$ cat config.mk
export PLATFORM = sky130hd
export DESIGN_NAME = oled_driver
export DESIGN_NICKNAME = d
export VERILOG_FILES = /design/src/oled_pkg.sv /design/src/oled_delay_timer.sv /design/src/oled_spi_shifter.sv /design/src/oled_sequencer.sv /design/src/oled_driver.sv
export SDC_FILE = /design/constraint.sdc
export NUM_CORES = 1
export LEC_CHECK = 0
export ABC_AREA = 1
export BUFFER_PORTS_ARGS = -buffer_cell sky130_fd_sc_hd__buf_4
export CAP_MARGIN = 5
export CORE_MARGIN = 1
export CORE_UTILIZATION = 30
export CTS_CLUSTER_DIAMETER = 120
export CTS_CLUSTER_SIZE = 28
export DETAILED_ROUTE_END_ITERATION = 7
export PLACE_DENSITY_LB_ADDON = 0.1
export SLEW_MARGIN = 25
export SYNTH_ARGS = -nofsm -noshare
export SYNTH_HDL_FRONTEND = slang
export SYNTH_SLANG_ARGS = --single-unit
$ cat constraint.sdc
create_clock -name clock -period 4.7 [get_ports clock]
set_clock_uncertainty 0.2 [all_clocks]
set_input_delay 0.47 -clock clock [delete_from_list [all_inputs] [get_ports clock]]
set_output_delay 0.47 -clock clock [all_outputs]
set_load 0.01 [all_outputs]
$ cat src/oled_pkg.sv
/* Step and byte tables for the SSD1331 power-up sequence. Command bytes only,
   so dc is low for the whole sequence. Wait times are given in microseconds. */
`default_nettype none

package oled_pkg;

    // What a step of the sequence does.
    typedef enum logic [1:0] {
        STEP_SET_PINS,
        STEP_WAIT,
        STEP_SEND_BYTES,
        STEP_DONE
    } step_kind_t;

    // Delay selection carried in the step argument.
    typedef enum logic [1:0] {
        WAIT_3_US,
        WAIT_20_MS,
        WAIT_25_MS,
        WAIT_100_MS
    } wait_sel_t;

    // Bit positions in the pin word, dc at the MSB.
    localparam int PIN_DC     = 3;
    localparam int PIN_RES    = 2;
    localparam int PIN_VCCEN  = 1;
    localparam int PIN_PMODEN = 0;

    // Pin words used by the step table.
    localparam logic [3:0] PINS_PMODEN     = 4'(1 << PIN_PMODEN);
    localparam logic [3:0] PINS_RES_PMODEN = 4'(1 << PIN_RES) | PINS_PMODEN;
    localparam logic [3:0] PINS_VCC_ON     = 4'(1 << PIN_VCCEN) | PINS_RES_PMODEN;

    // Length of each delay in microseconds, indexed by wait_sel_t.
    localparam int unsigned WAIT_US_TABLE [4] = '{3, 20000, 25000, 100000};

    // Six power-up steps, 22 command bursts, then vccen and display on.
    localparam int NUM_STEPS    = 33;
    localparam int STEP_INDEX_W = 6;

    localparam step_kind_t STEP_KIND_TABLE [NUM_STEPS] = '{
        // Logic supply on, then a low pulse on res.
        STEP_SET_PINS, STEP_WAIT, STEP_SET_PINS, STEP_WAIT, STEP_SET_PINS, STEP_WAIT,
        // Unlock, setup and screen clear.
        STEP_SEND_BYTES, STEP_SEND_BYTES, STEP_SEND_BYTES, STEP_SEND_BYTES, STEP_SEND_BYTES,
        STEP_SEND_BYTES, STEP_SEND_BYTES, STEP_SEND_BYTES, STEP_SEND_BYTES, STEP_SEND_BYTES,
        STEP_SEND_BYTES, STEP_SEND_BYTES, STEP_SEND_BYTES, STEP_SEND_BYTES, STEP_SEND_BYTES,
        STEP_SEND_BYTES, STEP_SEND_BYTES, STEP_SEND_BYTES, STEP_SEND_BYTES, STEP_SEND_BYTES,
        STEP_SEND_BYTES, STEP_SEND_BYTES,
        // Panel supply on, display on, settle.
        STEP_SET_PINS, STEP_WAIT, STEP_SEND_BYTES, STEP_WAIT, STEP_DONE
    };

    // Pin word, wait selection or byte count, depending on the step kind.
    localparam logic [3:0] STEP_ARG_TABLE [NUM_STEPS] = '{
        PINS_RES_PMODEN, 4'(WAIT_20_MS), PINS_PMODEN, 4'(WAIT_3_US),
        PINS_RES_PMODEN, 4'(WAIT_3_US),
        // FD 12, AE, A0 72, A1 00, A2 00, A4.
        4'd2, 4'd1, 4'd2, 4'd2, 4'd2, 4'd1,
        // A8 through 83, one argument each.
        4'd2, 4'd2, 4'd2, 4'd2, 4'd2, 4'd2, 4'd2,
        4'd2, 4'd2, 4'd2, 4'd2, 4'd2, 4'd2, 4'd2,
        // Scroll off, then the clear window.
        4'd1, 4'd5,
        PINS_VCC_ON, 4'(WAIT_25_MS), 4'd1, 4'(WAIT_100_MS), 4'd0
    };

    // Command bytes in send order.
    localparam int NUM_BYTES    = 45;
    localparam int BYTE_INDEX_W = 6;

    localparam logic [7:0] BYTE_TABLE [NUM_BYTES] = '{
        // Unlock, display off, remap, start line, offset, normal mode.
        8'hFD, 8'h12, 8'hAE, 8'hA0, 8'h72, 8'hA1, 8'h00, 8'hA2, 8'h00, 8'hA4,
        // Mux ratio, master config, power save off, phase length, clock.
        8'hA8, 8'h3F, 8'hAD, 8'h8E, 8'hB0, 8'h0B, 8'hB1, 8'h31, 8'hB3, 8'hF0,
        // Second precharge A B C, precharge level, VCOMH.
        8'h8A, 8'h64, 8'h8B, 8'h78, 8'h8C, 8'h64, 8'hBB, 8'h3A, 8'hBE, 8'h3E,
        // Master current and contrast A B C.
        8'h87, 8'h06, 8'h81, 8'h91, 8'h82, 8'h50, 8'h83, 8'h7D,
        // Scroll off, clear the full 96x64 window.
        8'h2E, 8'h25, 8'h00, 8'h00, 8'h5F, 8'h3F,
        // Display on.
        8'hAF
    };

    // Idle cycles with cs high after each burst.
    localparam int SPI_GAP_CYCLES = 4;
    localparam int SPI_GAP_W      = $clog2(SPI_GAP_CYCLES + 1);

endpackage

`default_nettype wire

$ cat src/oled_delay_timer.sv
/* Delay timer for the power-up waits. Counts are floor(f * us / 1e6), at least 1.
   A new start must not arrive while a wait is running. */
`default_nettype none

module oled_delay_timer #(
    parameter int CLOCK_FREQUENCY = 12000000
) (
    input  logic                clock,
    input  logic                reset_n,
    input  logic                wait_start,
    input  oled_pkg::wait_sel_t wait_sel,
    output logic                wait_done
);
    import oled_pkg::*;

    // Cycle count for a delay in microseconds.
    function automatic longint cycles_for(longint us);
        longint cycles;
        cycles = (longint'(CLOCK_FREQUENCY) * us) / 1000000;
        return (cycles < 1) ? 1 : cycles;
    endfunction

    localparam longint CYCLES_3_US   = cycles_for(longint'(WAIT_US_TABLE[WAIT_3_US]));
    localparam longint CYCLES_20_MS  = cycles_for(longint'(WAIT_US_TABLE[WAIT_20_MS]));
    localparam longint CYCLES_25_MS  = cycles_for(longint'(WAIT_US_TABLE[WAIT_25_MS]));
    localparam longint CYCLES_100_MS = cycles_for(longint'(WAIT_US_TABLE[WAIT_100_MS]));
    localparam int     CNT_W         = $clog2(CYCLES_100_MS + 1);

    logic [CNT_W-1:0] sel_cycles;
    logic [CNT_W-1:0] target;
    logic [CNT_W-1:0] count;
    logic             busy;

    // Selection to cycle count.
    always_comb begin
        case (wait_sel)
            WAIT_3_US:   sel_cycles = CNT_W'(CYCLES_3_US);
            WAIT_20_MS:  sel_cycles = CNT_W'(CYCLES_20_MS);
            WAIT_25_MS:  sel_cycles = CNT_W'(CYCLES_25_MS);
            default:     sel_cycles = CNT_W'(CYCLES_100_MS);
        endcase
    end

    // Cycle count of the wait in progress.
    always_ff @(posedge clock) begin
        if (wait_start) begin
            target <= sel_cycles;
        end
    end

    always_ff @(posedge clock) begin
        if (!reset_n) begin
            busy      <= 1'b0;
            count     <= '0;
            wait_done <= 1'b0;
        end else begin
            wait_done <= 1'b0;
            if (wait_start) begin
                busy  <= 1'b1;
                count <= '0;
            end else if (busy) begin
                // Strobe on the cycle after the count is reached.
                if (count == target) begin
                    busy      <= 1'b0;
                    wait_done <= 1'b1;
                end else begin
                    count <= count + 1'b1;
                end
            end
        end
    end

    // The sequencer holds off until wait_done.
    a_no_start_while_busy: assert property (
        @(posedge clock) disable iff (!reset_n) wait_start |-> !busy);

endmodule

`default_nettype wire

$ cat src/oled_spi_shifter.sv
/* Write-only SPI master, MSB first, one sck period per two clocks. Idle is cs
   and sck high. The byte pointer only moves forward through the byte table. */
`default_nettype none

module oled_spi_shifter (
    input  logic       clock,
    input  logic       reset_n,
    input  logic       burst_start,
    input  logic [3:0] burst_len,
    output logic       burst_done,
    output logic       cs,
    output logic       sck,
    output logic       mosi
);
    import oled_pkg::*;

    typedef enum logic [1:0] {
        SPI_IDLE,
        SPI_LOW,
        SPI_HIGH,
        SPI_GAP
    } spi_state_t;

    spi_state_t              state;
    logic [BYTE_INDEX_W-1:0] byte_ptr;
    logic [7:0]              shift_reg;
    logic [2:0]              bit_cnt;
    logic [3:0]              bytes_left;
    logic [SPI_GAP_W-1:0]    gap_cnt;
    logic                    last_bit;
    logic                    load_byte;

    assign last_bit = (state == SPI_HIGH) && (bit_cnt == 3'd7);

    // New byte at the start of a burst, or after the last bit of a byte.
    assign load_byte = (state == SPI_IDLE && burst_start) ||
                       (last_bit && bytes_left != 4'd1);

    // Data shifts out of the MSB.
    always_ff @(posedge clock) begin
        if (load_byte) begin
            shift_reg <= BYTE_TABLE[byte_ptr];
        end else if (state == SPI_HIGH) begin
            shift_reg <= {shift_reg[6:0], 1'b0};
        end
    end

    always_ff @(posedge clock) begin
        if (!reset_n) begin
            state      <= SPI_IDLE;
            byte_ptr   <= '0;
            bit_cnt    <= '0;
            bytes_left <= '0;
            gap_cnt    <= '0;
            burst_done <= 1'b0;
            cs         <= 1'b1;
            sck        <= 1'b1;
            mosi       <= 1'b0;
        end else begin
            burst_done <= 1'b0;
            if (load_byte) begin
                byte_ptr <= byte_ptr + 1'b1;
            end
            case (state)
                SPI_IDLE: begin
                    // Start cycle, the first byte is fetched.
                    if (burst_start) begin
                        bytes_left <= burst_len;
                        bit_cnt    <= '0;
                        state      <= SPI_LOW;
                    end
                end
                SPI_LOW: begin
                    // Falling sck with the next bit on mosi.
                    cs    <= 1'b0;
                    sck   <= 1'b0;
                    mosi  <= shift_reg[7];
                    state <= SPI_HIGH;
                end
                SPI_HIGH: begin
                    // Rising sck, the display samples here.
                    sck     <= 1'b1;
                    bit_cnt <= bit_cnt + 1'b1;
                    if (last_bit && bytes_left == 4'd1) begin
                        gap_cnt <= '0;
                        state   <= SPI_GAP;
                    end else begin
                        if (last_bit) begin
                            bytes_left <= bytes_left - 1'b1;
                        end
                        state <= SPI_LOW;
                    end
                end
                SPI_GAP: begin
                    // cs released, then a fixed idle gap.
                    cs      <= 1'b1;
                    gap_cnt <= gap_cnt + 1'b1;
                    if (gap_cnt == SPI_GAP_W'(SPI_GAP_CYCLES - 1)) begin
                        burst_done <= 1'b1;
                        state      <= SPI_IDLE;
                    end
                end
                default: state <= SPI_IDLE;
            endcase
        end
    end

    // Bursts are strictly sequential.
    a_no_start_while_busy: assert property (
        @(posedge clock) disable iff (!reset_n) burst_start |-> state == SPI_IDLE);

    // Burst lengths in the step table add up to the byte table.
    a_ptr_in_range: assert property (
        @(posedge clock) disable iff (!reset_n) byte_ptr <= BYTE_INDEX_W'(NUM_BYTES));

    // sck only toggles inside a cs frame.
    a_sck_in_frame: assert property (
        @(posedge clock) disable iff (!reset_n) !sck |-> !cs);

endmodule

`default_nettype wire

$ cat src/oled_sequencer.sv
/* Walks the step table once after reset, then holds init_done high.
   Waits and bursts are handed off by strobe and finished by strobe. */
`default_nettype none

module oled_sequencer (
    input  logic                clock,
    input  logic                reset_n,
    input  logic                wait_done,
    input  logic                burst_done,
    output logic                wait_start,
    output oled_pkg::wait_sel_t wait_sel,
    output logic                burst_start,
    output logic [3:0]          burst_len,
    output logic                dc,
    output logic                res,
    output logic                vccen,
    output logic                pmoden,
    output logic                init_done
);
    import oled_pkg::*;

    typedef enum logic [1:0] {
        SEQ_FETCH,
        SEQ_BUSY,
        SEQ_DONE
    } seq_state_t;

    seq_state_t              state;
    logic [STEP_INDEX_W-1:0] step_ptr;
    step_kind_t              step_kind;
    logic [3:0]              step_arg;
    logic                    job_done;

    assign step_kind = STEP_KIND_TABLE[step_ptr];
    assign step_arg  = STEP_ARG_TABLE[step_ptr];

    // Done strobe that matches the current step.
    assign job_done = (step_kind == STEP_WAIT) ? wait_done : burst_done;

    // Job arguments, qualified by the start strobes.
    always_ff @(posedge clock) begin
        if (state == SEQ_FETCH) begin
            wait_sel  <= wait_sel_t'(step_arg[1:0]);
            burst_len <= step_arg;
        end
    end

    always_ff @(posedge clock) begin
        if (!reset_n) begin
            state       <= SEQ_FETCH;
            step_ptr    <= '0;
            wait_start  <= 1'b0;
            burst_start <= 1'b0;
            dc          <= 1'b0;
            res         <= 1'b0;
            vccen       <= 1'b0;
            pmoden      <= 1'b0;
            init_done   <= 1'b0;
        end else begin
            wait_start  <= 1'b0;
            burst_start <= 1'b0;
            case (state)
                SEQ_FETCH: begin
                    case (step_kind)
                        STEP_SET_PINS: begin
                            // Pin steps finish in one cycle.
                            dc       <= step_arg[PIN_DC];
                            res      <= step_arg[PIN_RES];
                            vccen    <= step_arg[PIN_VCCEN];
                            pmoden   <= step_arg[PIN_PMODEN];
                            step_ptr <= step_ptr + 1'b1;
                        end
                        STEP_WAIT: begin
                            wait_start <= 1'b1;
                            state      <= SEQ_BUSY;
                        end
                        STEP_SEND_BYTES: begin
                            burst_start <= 1'b1;
                            state       <= SEQ_BUSY;
                        end
                        default: begin
                            init_done <= 1'b1;
                            state     <= SEQ_DONE;
                        end
                    endcase
                end
                SEQ_BUSY: begin
                    if (job_done) begin
                        step_ptr <= step_ptr + 1'b1;
                        state    <= SEQ_FETCH;
                    end
                end
                // Idle for good, pins hold their last value.
                default: init_done <= 1'b1;
            endcase
        end
    end

    // Done strobes only answer a job this FSM started.
    a_wait_done_expected: assert property (
        @(posedge clock) disable iff (!reset_n)
        wait_done |-> state == SEQ_BUSY && step_kind == STEP_WAIT);

    a_burst_done_expected: assert property (
        @(posedge clock) disable iff (!reset_n)
        burst_done |-> state == SEQ_BUSY && step_kind == STEP_SEND_BYTES);

endmodule

`default_nettype wire

$ cat src/oled_driver.sv
/* Power-up driver for an SSD1331 OLED on a write-only SPI link.
   CLOCK_FREQUENCY sets the wait counts; sck runs at half the clock. */
`default_nettype none

module oled_driver #(
    parameter int CLOCK_FREQUENCY = 12000000
) (
    input  logic clock,
    input  logic reset_n,
    output logic cs,
    output logic sck,
    output logic mosi,
    output logic dc,
    output logic res,
    output logic vccen,
    output logic pmoden,
    output logic init_done
);
    import oled_pkg::*;

    // Sequencer to timer.
    logic      wait_start;
    wait_sel_t wait_sel;
    logic      wait_done;

    // Sequencer to SPI shifter.
    logic       burst_start;
    logic [3:0] burst_len;
    logic       burst_done;

    oled_sequencer oled_sequencer_i (
        .clock       (clock),
        .reset_n     (reset_n),
        .wait_done   (wait_done),
        .burst_done  (burst_done),
        .wait_start  (wait_start),
        .wait_sel    (wait_sel),
        .burst_start (burst_start),
        .burst_len   (burst_len),
        .dc          (dc),
        .res         (res),
        .vccen       (vccen),
        .pmoden      (pmoden),
        .init_done   (init_done)
    );

    oled_delay_timer #(
        .CLOCK_FREQUENCY (CLOCK_FREQUENCY)
    ) oled_delay_timer_i (
        .clock      (clock),
        .reset_n    (reset_n),
        .wait_start (wait_start),
        .wait_sel   (wait_sel),
        .wait_done  (wait_done)
    );

    oled_spi_shifter oled_spi_shifter_i (
        .clock       (clock),
        .reset_n     (reset_n),
        .burst_start (burst_start),
        .burst_len   (burst_len),
        .burst_done  (burst_done),
        .cs          (cs),
        .sck         (sck),
        .mosi        (mosi)
    );

endmodule

`default_nettype wire

==> results_dict.tcl, run 1 <==
set metrics [dict create \
    status "complete, no violations" \
    reg2reg_from "oled_sequencer_i.step_ptr[1]$_SDFFE_PN0P_" \
    syn-num-nets 714 \
    holdCritPathClass "reg2reg" \
    area_growth_pct 11.26 \
    synth.area.top_cells "dfxtp_1 (24%), edfxtp_1 (12%), nand2_1 (11%)" \
    p_leak_nw 2.307 \
    post_cts_resized 0 \
    synth_seq_area_share_pct 36.87 \
    min-delay-start "oled_spi_shifter_i.cs$_SDFFE_PN1P_" \
    die_h_um 128.9 \
    netlist.area_leader.share_pct 24.44 \
    drc 0 \
    synthArstFlopShare_pct 0 \
    grt_pass1_wl_um 18850 \
    core-area_um2 15830 \
    clkSinkCount 79 \
    syn_area_um2 4832 \
    ff2ff_path_depth 15 \
    reg2reg_to "oled_sequencer_i.step_ptr[2]$_SDFFE_PN0P_" \
    dp_hpwl_um 8067 \
    layout_common_cells "nand2_1 (146), inv_1 (88), nor2_1 (64)" \
    place_ws_ps 2020 \
    dp_cells 877 \
    setup_viol 0 \
    h-tree-depth 3 \
    met2_usage_pct 24.10 \
    min_path_cells 2 \
    min_period_over_period_pct 57.16 \
    rows 46 \
    crit_path_start_kind "register" \
    slowest_stage "dfxtp_1" \
    dieArea_um2 16620 \
    numCtsBuffers 9 \
    grt_use_total_pct 14.52 \
    synth.distinct_cells 41 \
    gr-total-overflow 0 \
    dieWidth_um 128.9 \
    initial_core_util_pct 30.53 \
    antenna_cells 0 \
    cts_hold_buffers 0 \
    hold_viol_final 0 \
    synth.avg_cell_area_um2 7.212 \
    first_global_vias 3892 \
    num_vias 4119 \
    ant_nets 0 \
    worst_pin_slew_ps 644.5 \
    io_buffers 8 \
    gr-max-usage-layer "met2" \
    ir_worst_vdd_mv 0.2005 \
    layout.nets 716 \
    utilization_pct 33.97 \
    yosysTopAreaCell "dfxtp_1" \
    grt_util_met3_pct 3.119 \
    cts.clk_slew.worst_paths_ps 60 \
    cts_setup_buffers 0 \
    wl_per_cell_um 12.30 \
    r2r_slack_ps 2010 \
    fillerInstances 1710 \
    worstSkewPairLatency_ps 340 \
    slew_headroom_pct 56.97 \
    drt-vias-per-instance 4.613 \
    final_common_cell "nand2_1" \
    power.density_nw_per_um2 425.8 \
    p_total_w 0.002289 \
    postSynthCellCount 670 \
    antenna_found_initial 0 \
    worstPathCellList "inv_1 -> ha_1 -> o21ai_0 -> a21oi_1 -> nor3_1 -> inv_1 -> ha_1 -> nand2_1 -> nand3_1 -> nand2_1 -> inv_2 -> a21oi_4 -> inv_2 -> o21ai_0 -> a21oi_1" \
    crit_path_max_incr_delay_ps 430 \
    met1_usage_pct 18.55 \
    postRouteWirelength_um 10980 \
    timing.fmax_ghz 0.3722 \
    largest_reg_flops 21 \
    grt_max_degree 27 \
    crit_type "reg2reg" \
    rsz0062_at_grt "no" \
    cts_tree "built" \
    clockBufferDepth 2 \
    synth_edf_count 20 \
    cp_max_fo 7 \
    synth_ff_type "dfxtp_1" \
    ys_ff_latch 79 \
    root_buffer "clkbuf_16" \
    holdPathEnd "oled_spi_shifter_i.cs$_SDFFE_PN1P_" \
    gp_congestion 0.8420 \
    drive_gt1_share_pct 7.090 \
    fin_cells 893 \
    synth-warning-count 0 \
    min_period_ps 2686 \
    ios 10 \
    crit_path_end_kind "register" \
    layout_setup_ws_ps 2014 \
    critPathArrivalTime_ps 2720 \
    required_ps 4730 \
    drv_cap 0 \
    first_iter_violations 287 \
    slew_violations 0 \
    finalSetupTns_ps 0 \
    first_pass_iters 4 \
]
[worst max-delay path, delay by kind of cell (launching register included)]
family	cells	cell delay (ps)
adders and majority gates	2	420
and+or+nand+nor	4	540
AOI/OAI and AO/OA	5	580
DFF	1	430
buffers and inverters	4	400
[logic make-up after synthesis]
group / count (synthesis) / synth area share, %
and+or+nand+nor: 291 / 26.39
adders and majority gates: 42 / 10.88
AOI/OAI and AO/OA: 139 / 15.64
DFF: 79 / 36.87
buffers and inverters: 112 / 9.063
xor gates and xnor gates: 6 / 1.088
other: 1 / 0.07761
[stage by stage]
stage | hold WS, ps | instance area [um^2]
floorplan | 246.4 | 4832
global placement | 251.1 | 5085
detailed placement | 251.7 | 5085
CTS | 271.0 | 5376
global route | 291.7 | 5376
finish | 264.3 | 5376
[layer usage]
| metal | up-vias | share of wire, % | wire [um] |
|---|---|---|---|
| li1 | 2197 | - | - |
| met1 | 1856 | 49 | 5331 |
| met2 | 56 | 47 | 5148 |
| met3 | 10 | 3.2 | 355 |
| met4 | 0 | 1.3 | 145 |
| met5 | - | 0 | 0 |
[Yosys cell counts, types with 3 or more instances]
master and number:
buf_2 11, a31oi_1 5, ha_1 42, edfxtp_1 20
nand3_1 38, inv_2 5, dfxtp_1 59, o21ai_0 58
nand2_1 146, clkbuf_1 5, nand4_1 7, xnor2_1 6
nor3_1 12, nor2_1 64, a21oi_1 60, or2_2 7
inv_1 88, o211ai_1 3, nor2_2 3
[layout make-up]
| class | instances | area (um^2) | area share, % |
|---|---|---|---|
| Clock inverter | 4 | 45.04 | 0.8378 |
| Timing Repair Buffer | 9 | 67.56 | 1.257 |
| Sequential cell | 79 | 1782 | 33.14 |
| Multi-Input combinational cell | 479 | 2613 | 48.59 |
| Inverter | 94 | 352.8 | 6.563 |
| Tap cell | 216 | 270.3 | 5.027 |
| Clock buffer | 12 | 246.5 | 4.585 |
[power by group]
group	internal (W)	total [W]	leakage [nW]	switching (W)
clock	0.000423	0.000694	0.146	0.000271
combinational	0.000245	0.000656	1.50	0.000411
sequential	0.000833	0.000939	0.664	0.000106
total	0.00150	0.00229	2.31	0.000787
[worst max-delay path by stage]
stage / from / to / cells after the start / slack (ps)
floorplan: oled_sequencer_i.step_ptr[1]$_SDFFE_PN0P_ / oled_sequencer_i.step_ptr[2]$_SDFFE_PN0P_ / 15 / 2290
global placement: oled_sequencer_i.step_ptr[1]$_SDFFE_PN0P_ / oled_sequencer_i.step_ptr[2]$_SDFFE_PN0P_ / 15 / 2100
detailed placement: oled_sequencer_i.step_ptr[1]$_SDFFE_PN0P_ / oled_sequencer_i.step_ptr[2]$_SDFFE_PN0P_ / 15 / 2020
CTS: oled_sequencer_i.step_ptr[1]$_SDFFE_PN0P_ / oled_sequencer_i.step_ptr[2]$_SDFFE_PN0P_ / 15 / 2000
global route: oled_sequencer_i.step_ptr[1]$_SDFFE_PN0P_ / oled_sequencer_i.step_ptr[2]$_SDFFE_PN0P_ / 15 / 1680
finish: oled_sequencer_i.step_ptr[1]$_SDFFE_PN0P_ / oled_sequencer_i.step_ptr[2]$_SDFFE_PN0P_ / 15 / 2010
No activity file was read; power rests on OpenSTA's default activity.
==> run 2: changes to the inputs <==
==> constraint.sdc (replaced) <==
create_clock -name clock -period 2.2 [get_ports clock]
set_clock_uncertainty 0.2 [all_clocks]
set_input_delay 0.22 -clock clock [delete_from_list [all_inputs] [get_ports clock]]
set_output_delay 0.22 -clock clock [all_outputs]
set_load 0.01 [all_outputs]
==> results_dict.tcl, run 2 (synthesis gave the netlist of run 1 again) <==
set metrics [dict create \
    h-tree-depth 3 \
    crit_type "reg2reg" \
    p_leak_nw 2.508 \
    ir_worst_vdd_mv 0.4081 \
    io_buffers 8 \
    gp_congestion 0.8450 \
    crit_path_start_kind "register" \
    first_iter_violations 322 \
    worst_hold_slack_ps 160.6 \
    antenna_cells 0 \
    root_buffer "clkbuf_16" \
    die_h_um 128.9 \
    drt-vias-per-instance 4.593 \
    worstSkewPairLatency_ps 340 \
    rows 46 \
    largest_reg_flops 21 \
    drv_cap 0 \
    critPathArrivalTime_ps 2310 \
    dieWidth_um 128.9 \
    dieArea_um2 16620 \
    layout.nets 755 \
    worst_pin_slew_ps 574.3 \
    clkSinkCount 79 \
    final_common_cell "nand2_1" \
    rsz0062_at_grt "yes" \
    cts.clk_slew.worst_paths_ps 60 \
    grt_util_met3_pct 2.536 \
    timing.fmax_ghz 0.4462 \
    wl_per_cell_um 12.56 \
    cts_tree "built" \
    area_growth_pct 19.78 \
    num_vias 4281 \
    met1_usage_pct 19.88 \
    dp_hpwl_um 8682 \
    core-area_um2 15830 \
    layout_setup_ws_ps -41.06 \
    numCtsBuffers 9 \
    drive_gt1_share_pct 16.06 \
    ios 10 \
    finalSetupTns_ps -116.7 \
    power.density_nw_per_um2 911.5 \
    initial_core_util_pct 30.53 \
    postRouteWirelength_um 11710 \
    drc 0 \
    hold_viol_final 0 \
    holdCritPathClass "in2reg" \
    min_period_ps 2241 \
    slew_headroom_pct 61.31 \
    status "complete, but fails checks" \
    grt_pass1_wl_um 20020 \
    ant_nets 0 \
    violations "negative setup slack" \
    min_period_over_period_pct 101.9 \
    grt_max_degree 26 \
    required_ps 2270 \
    layout_common_cells "nand2_1 (141), inv_1 (86), nor2_1 (61)" \
    fillerInstances 1717 \
    antenna_found_initial 0 \
    setup_viol 4 \
    first_pass_iters 5 \
    utilization_pct 36.57 \
    gr-max-usage-layer "met2" \
    cp_max_fo 6 \
    clockBufferDepth 2 \
    met2_usage_pct 24.86 \
    grt_use_total_pct 15.48 \
    slew_violations 0 \
    gr-total-overflow 0 \
    first_global_vias 4125 \
    crit_path_end_kind "register" \
]
-- run 2: worst paths after layout --
kind                                              start                                    endpoint  slack, ps  cells after the start
min                                             reset_n          oled_delay_timer_i.busy$_SDFF_PN0_        160                      4
min reg2reg  oled_spi_shifter_i.bit_cnt[2]$_SDFFE_PN0P_  oled_spi_shifter_i.bit_cnt[2]$_SDFFE_PN0P_        270                      2
max reg2reg   oled_sequencer_i.step_ptr[1]$_SDFFE_PN0P_   oled_sequencer_i.step_ptr[3]$_SDFFE_PN0P_        -40                     16
max           oled_sequencer_i.step_ptr[1]$_SDFFE_PN0P_   oled_sequencer_i.step_ptr[3]$_SDFFE_PN0P_        -40                     16
-- run 2: final cells by class --
cell class              count  area (um^2)  share of cell area (%)
clock buffers              14        286.5                   4.950
clock inverters             2        10.01                  0.1729
inverters                  94        355.3                   6.139
multi-input cells         479         2713                   46.87
flip-flops and latches     79         1789                   30.91
well taps                 216        270.3                   4.669
repair buffers             48        364.1                   6.291
-- run 2: stage by stage --
step                      area, um^2  setup slack, ps  std cells  total power, W
final                           5788           -41.06        932        0.005276
after global routing            5788           -220.7        932        0.005700
after CTS                       5692           -29.22        929        0.005241
after detailed placement        5349           -87.81        910        0.003667
after global placement          5349           -30.09        910        0.003659
after floorplan                 4848            2.456        670        0.003064
-- run 2: timing repair --
action	CTS	global route
pin swaps	8	10
gates resized for setup	6	22
setup buffers	3	4
hold buffers	0	0
hold endpoints to repair	0	0
setup endpoints to repair	6	11
-- run 2: critical path: stages (launching register included) --
cell     delay [ps]
dfxtp_2         330
inv_2            50
ha_4            150
o21ai_2         120
a21oi_2          50
nor3_2          180
inv_1            90
ha_2            190
nand2_2          60
nand3_2          80
nand2_2         100
inv_2            50
a21oi_4         220
inv_4            80
nand3_2          70
nand2_2          50
a21oi_2         100
-- run 2: where the power goes --
| group | total (W) | switching, W | leakage, nW | internal [W] |
|---|---|---|---|---|
| logic | 0.00184 | 0.00106 | 1.69 | 0.000777 |
| clock network | 0.00149 | 0.000591 | 0.147 | 0.000900 |
| registers | 0.00195 | 0.000163 | 0.666 | 0.00179 |
| total | 0.00528 | 0.00181 | 2.51 | 0.00346 |
-- run 2: per-layer routing --
metal	up-vias	wire (um)
met3	26	362
li1	2277	-
met5	-	0
met4	0	366
met1	1912	5669
met2	66	5306
==> run 3: changes to the inputs <==
--- a/config.mk
+++ b/config.mk
@@ -8,6 +8,8 @@
 export ABC_AREA = 1
 export BUFFER_PORTS_ARGS = -buffer_cell sky130_fd_sc_hd__buf_4
 export CAP_MARGIN = 5
+export CELL_PAD_IN_SITES_DETAIL_PLACEMENT = 1
+export CELL_PAD_IN_SITES_GLOBAL_PLACEMENT = 1
 export CORE_MARGIN = 1
 export CORE_UTILIZATION = 30
 export CTS_CLUSTER_DIAMETER = 120
==> results_dict.tcl, run 3 (synthesis gave the netlist of run 1 again) <==
set metrics [dict create \
    status "complete, but fails checks" \
    violations "negative setup slack" \
    critPathArrivalTime_ps 2310 \
    postRouteWirelength_um 13080 \
    grt_max_degree 26 \
    layout_common_cells "nand2_1 (142), inv_1 (85), nor2_1 (62)" \
    cp_max_fo 6 \
    dieArea_um2 16620 \
    dpl_cell_area_um2 5296 \
    first_iter_violations 153 \
    p_leak_nw 2.499 \
    numCtsBuffers 9 \
    setup_viol 7 \
    crit_path_start_kind "register" \
    wl_per_cell_um 14.07 \
    critPathTopFamily "compound AO/OA/AOI/OAI gates" \
    first_pass_iters 4 \
    worstPathCellList "inv_2 -> ha_4 -> o21ai_2 -> a21oi_2 -> nor3_2 -> inv_1 -> ha_2 -> nand2_2 -> nand3_2 -> nand2_2 -> inv_2 -> a21oi_4 -> inv_4 -> a21oi_2 -> nor2_1" \
    dieWidth_um 128.9 \
    antenna_cells 0 \
    worstSkewPairLatency_ps 340 \
    ant_nets 0 \
    required_ps 2240 \
    timing.fmax_ghz 0.4407 \
    slowest_stage "dfxtp_2" \
    antenna_found_initial 0 \
    worst_pin_slew_ps 587.3 \
    die_h_um 128.9 \
    grt_use_total_pct 17.33 \
    crit_path_end_kind "register" \
    utilization_pct 36.55 \
    slew_violations 0 \
    cts_tree "built" \
    ios 10 \
    gp_congestion 0.8333 \
    min_period_over_period_pct 103.1 \
    core-area_um2 15830 \
    root_buffer "clkbuf_16" \
    fin_area_um2 5786 \
    slew_headroom_pct 60.43 \
    holdCritPathClass "in2reg" \
    initial_core_util_pct 30.53 \
    rows 46 \
    min_period_ps 2269 \
    io_buffers 8 \
    layout.nets 753 \
    p_total_w 0.005352 \
    rsz0062_at_grt "yes" \
    gr-total-overflow 0 \
    fillerInstances 1991 \
    h-tree-depth 3 \
    layout_setup_ws_ps -69.28 \
    drt-vias-per-instance 4.720 \
    hold_viol_final 0 \
    largest_reg_flops 21 \
    area_growth_pct 19.73 \
    clkSinkCount 79 \
    grt_pass1_wl_um 22530 \
    drive_gt1_share_pct 16.53 \
    crit_path_max_incr_delay_ps 350 \
    clockBufferDepth 2 \
    ir_worst_vdd_mv 0.4832 \
    cts.clk_slew.worst_paths_ps 60 \
    first_global_vias 4539 \
    critPathBufInv 4 \
    drv_cap 0 \
    final_common_cell "nand2_1" \
    num_vias 4390 \
    crit_type "reg2reg" \
    power.density_nw_per_um2 925.1 \
    dp_hpwl_um 10000 \
    drc 0 \
]
[run 3: changes by cell type in the layout (fill, tap and decap cells not counted), moves of 2 or more]
| cell | before | now |
|---|---|---|
| clkbuf_1 | 3 | 0 |
| clkbuf_16 | 11 | 9 |
| clkinvlp_4 | 0 | 2 |
| nor2_2 | 5 | 3 |
| o21ai_0 | 56 | 54 |
[run 3: stage by stage]
step / setup WS, ps / hold WS [ps] / instances / setup TNS, ps
after floorplan: 2.456 / 158.4 / 670 / 0
after global placement: -10.93 / 250.8 / 903 / -10.93
after global routing: -191.0 / 174.3 / 930 / -1226
after CTS: -39.19 / 157.4 / 926 / -83.64
final: -69.28 / 171.4 / 930 / -340.5
after detailed placement: -154.8 / 262.7 / 903 / -691.6
[run 3: metal layers]
metal	routed length, um	global-route usage, %
met2	6302	30.21
met5	0	0
met3	318	3.742
met1	6314	21.66
met4	148	4.291
[run 3: path summary, 6_finish.rpt]
path	start	endpoint	slack, ps	cells past startpoint
hold reg to reg	oled_spi_shifter_i.cs$_SDFFE_PN1P_	oled_spi_shifter_i.cs$_SDFFE_PN1P_	280	2
setup reg to reg	oled_sequencer_i.step_ptr[1]$_SDFFE_PN0P_	oled_sequencer_i.step_ptr[5]$_SDFFE_PN0P_	-70	15
hold / removal	reset_n	oled_spi_shifter_i.cs$_SDFFE_PN1P_	170	3
setup / recovery	oled_sequencer_i.step_ptr[1]$_SDFFE_PN0P_	oled_sequencer_i.step_ptr[5]$_SDFFE_PN0P_	-70	15
[run 3: area by class of cell]
cell class | instances | area [um^2] | area share (%)
multi-input cells | 479 | 2725 | 47.10
well taps | 216 | 270.3 | 4.671
inverters | 94 | 355.3 | 6.142
clock inverters | 7 | 71.32 | 1.233
repair buffers | 46 | 345.3 | 5.969
flip-flops and latches | 79 | 1793 | 30.99
clock buffers | 9 | 225.2 | 3.893
[run 3: report_power, final]
group	switching [W]	total, W	internal (W)	leakage [nW]
registers	0.000174	0.00196	0.00179	0.667
clock network	0.000622	0.00150	0.000879	0.139
logic	0.00111	0.00189	0.000787	1.69
[run 3: repair_timing]
| action | CTS | global route |
|---|---|---|
| gates resized for setup | 17 | 17 |
| endpoints found under the setup margin | 7 | 11 |
| setup buffers | 7 | 4 |
| pin swaps | 9 | 9 |
| endpoints found under the hold margin | 0 | 0 |
| hold buffers | 0 | 0 |
[run 3: worst register-to-register path: stages, from the launching register on]
cell and delay [ps]:
dfxtp_2 350, inv_2 60, ha_4 150, o21ai_2 120
a21oi_2 50, nor3_2 170, inv_1 90, ha_2 210
nand2_2 70, nand3_2 80, nand2_2 100, inv_2 60
a21oi_4 210, inv_4 80, a21oi_2 120, nor2_1 50
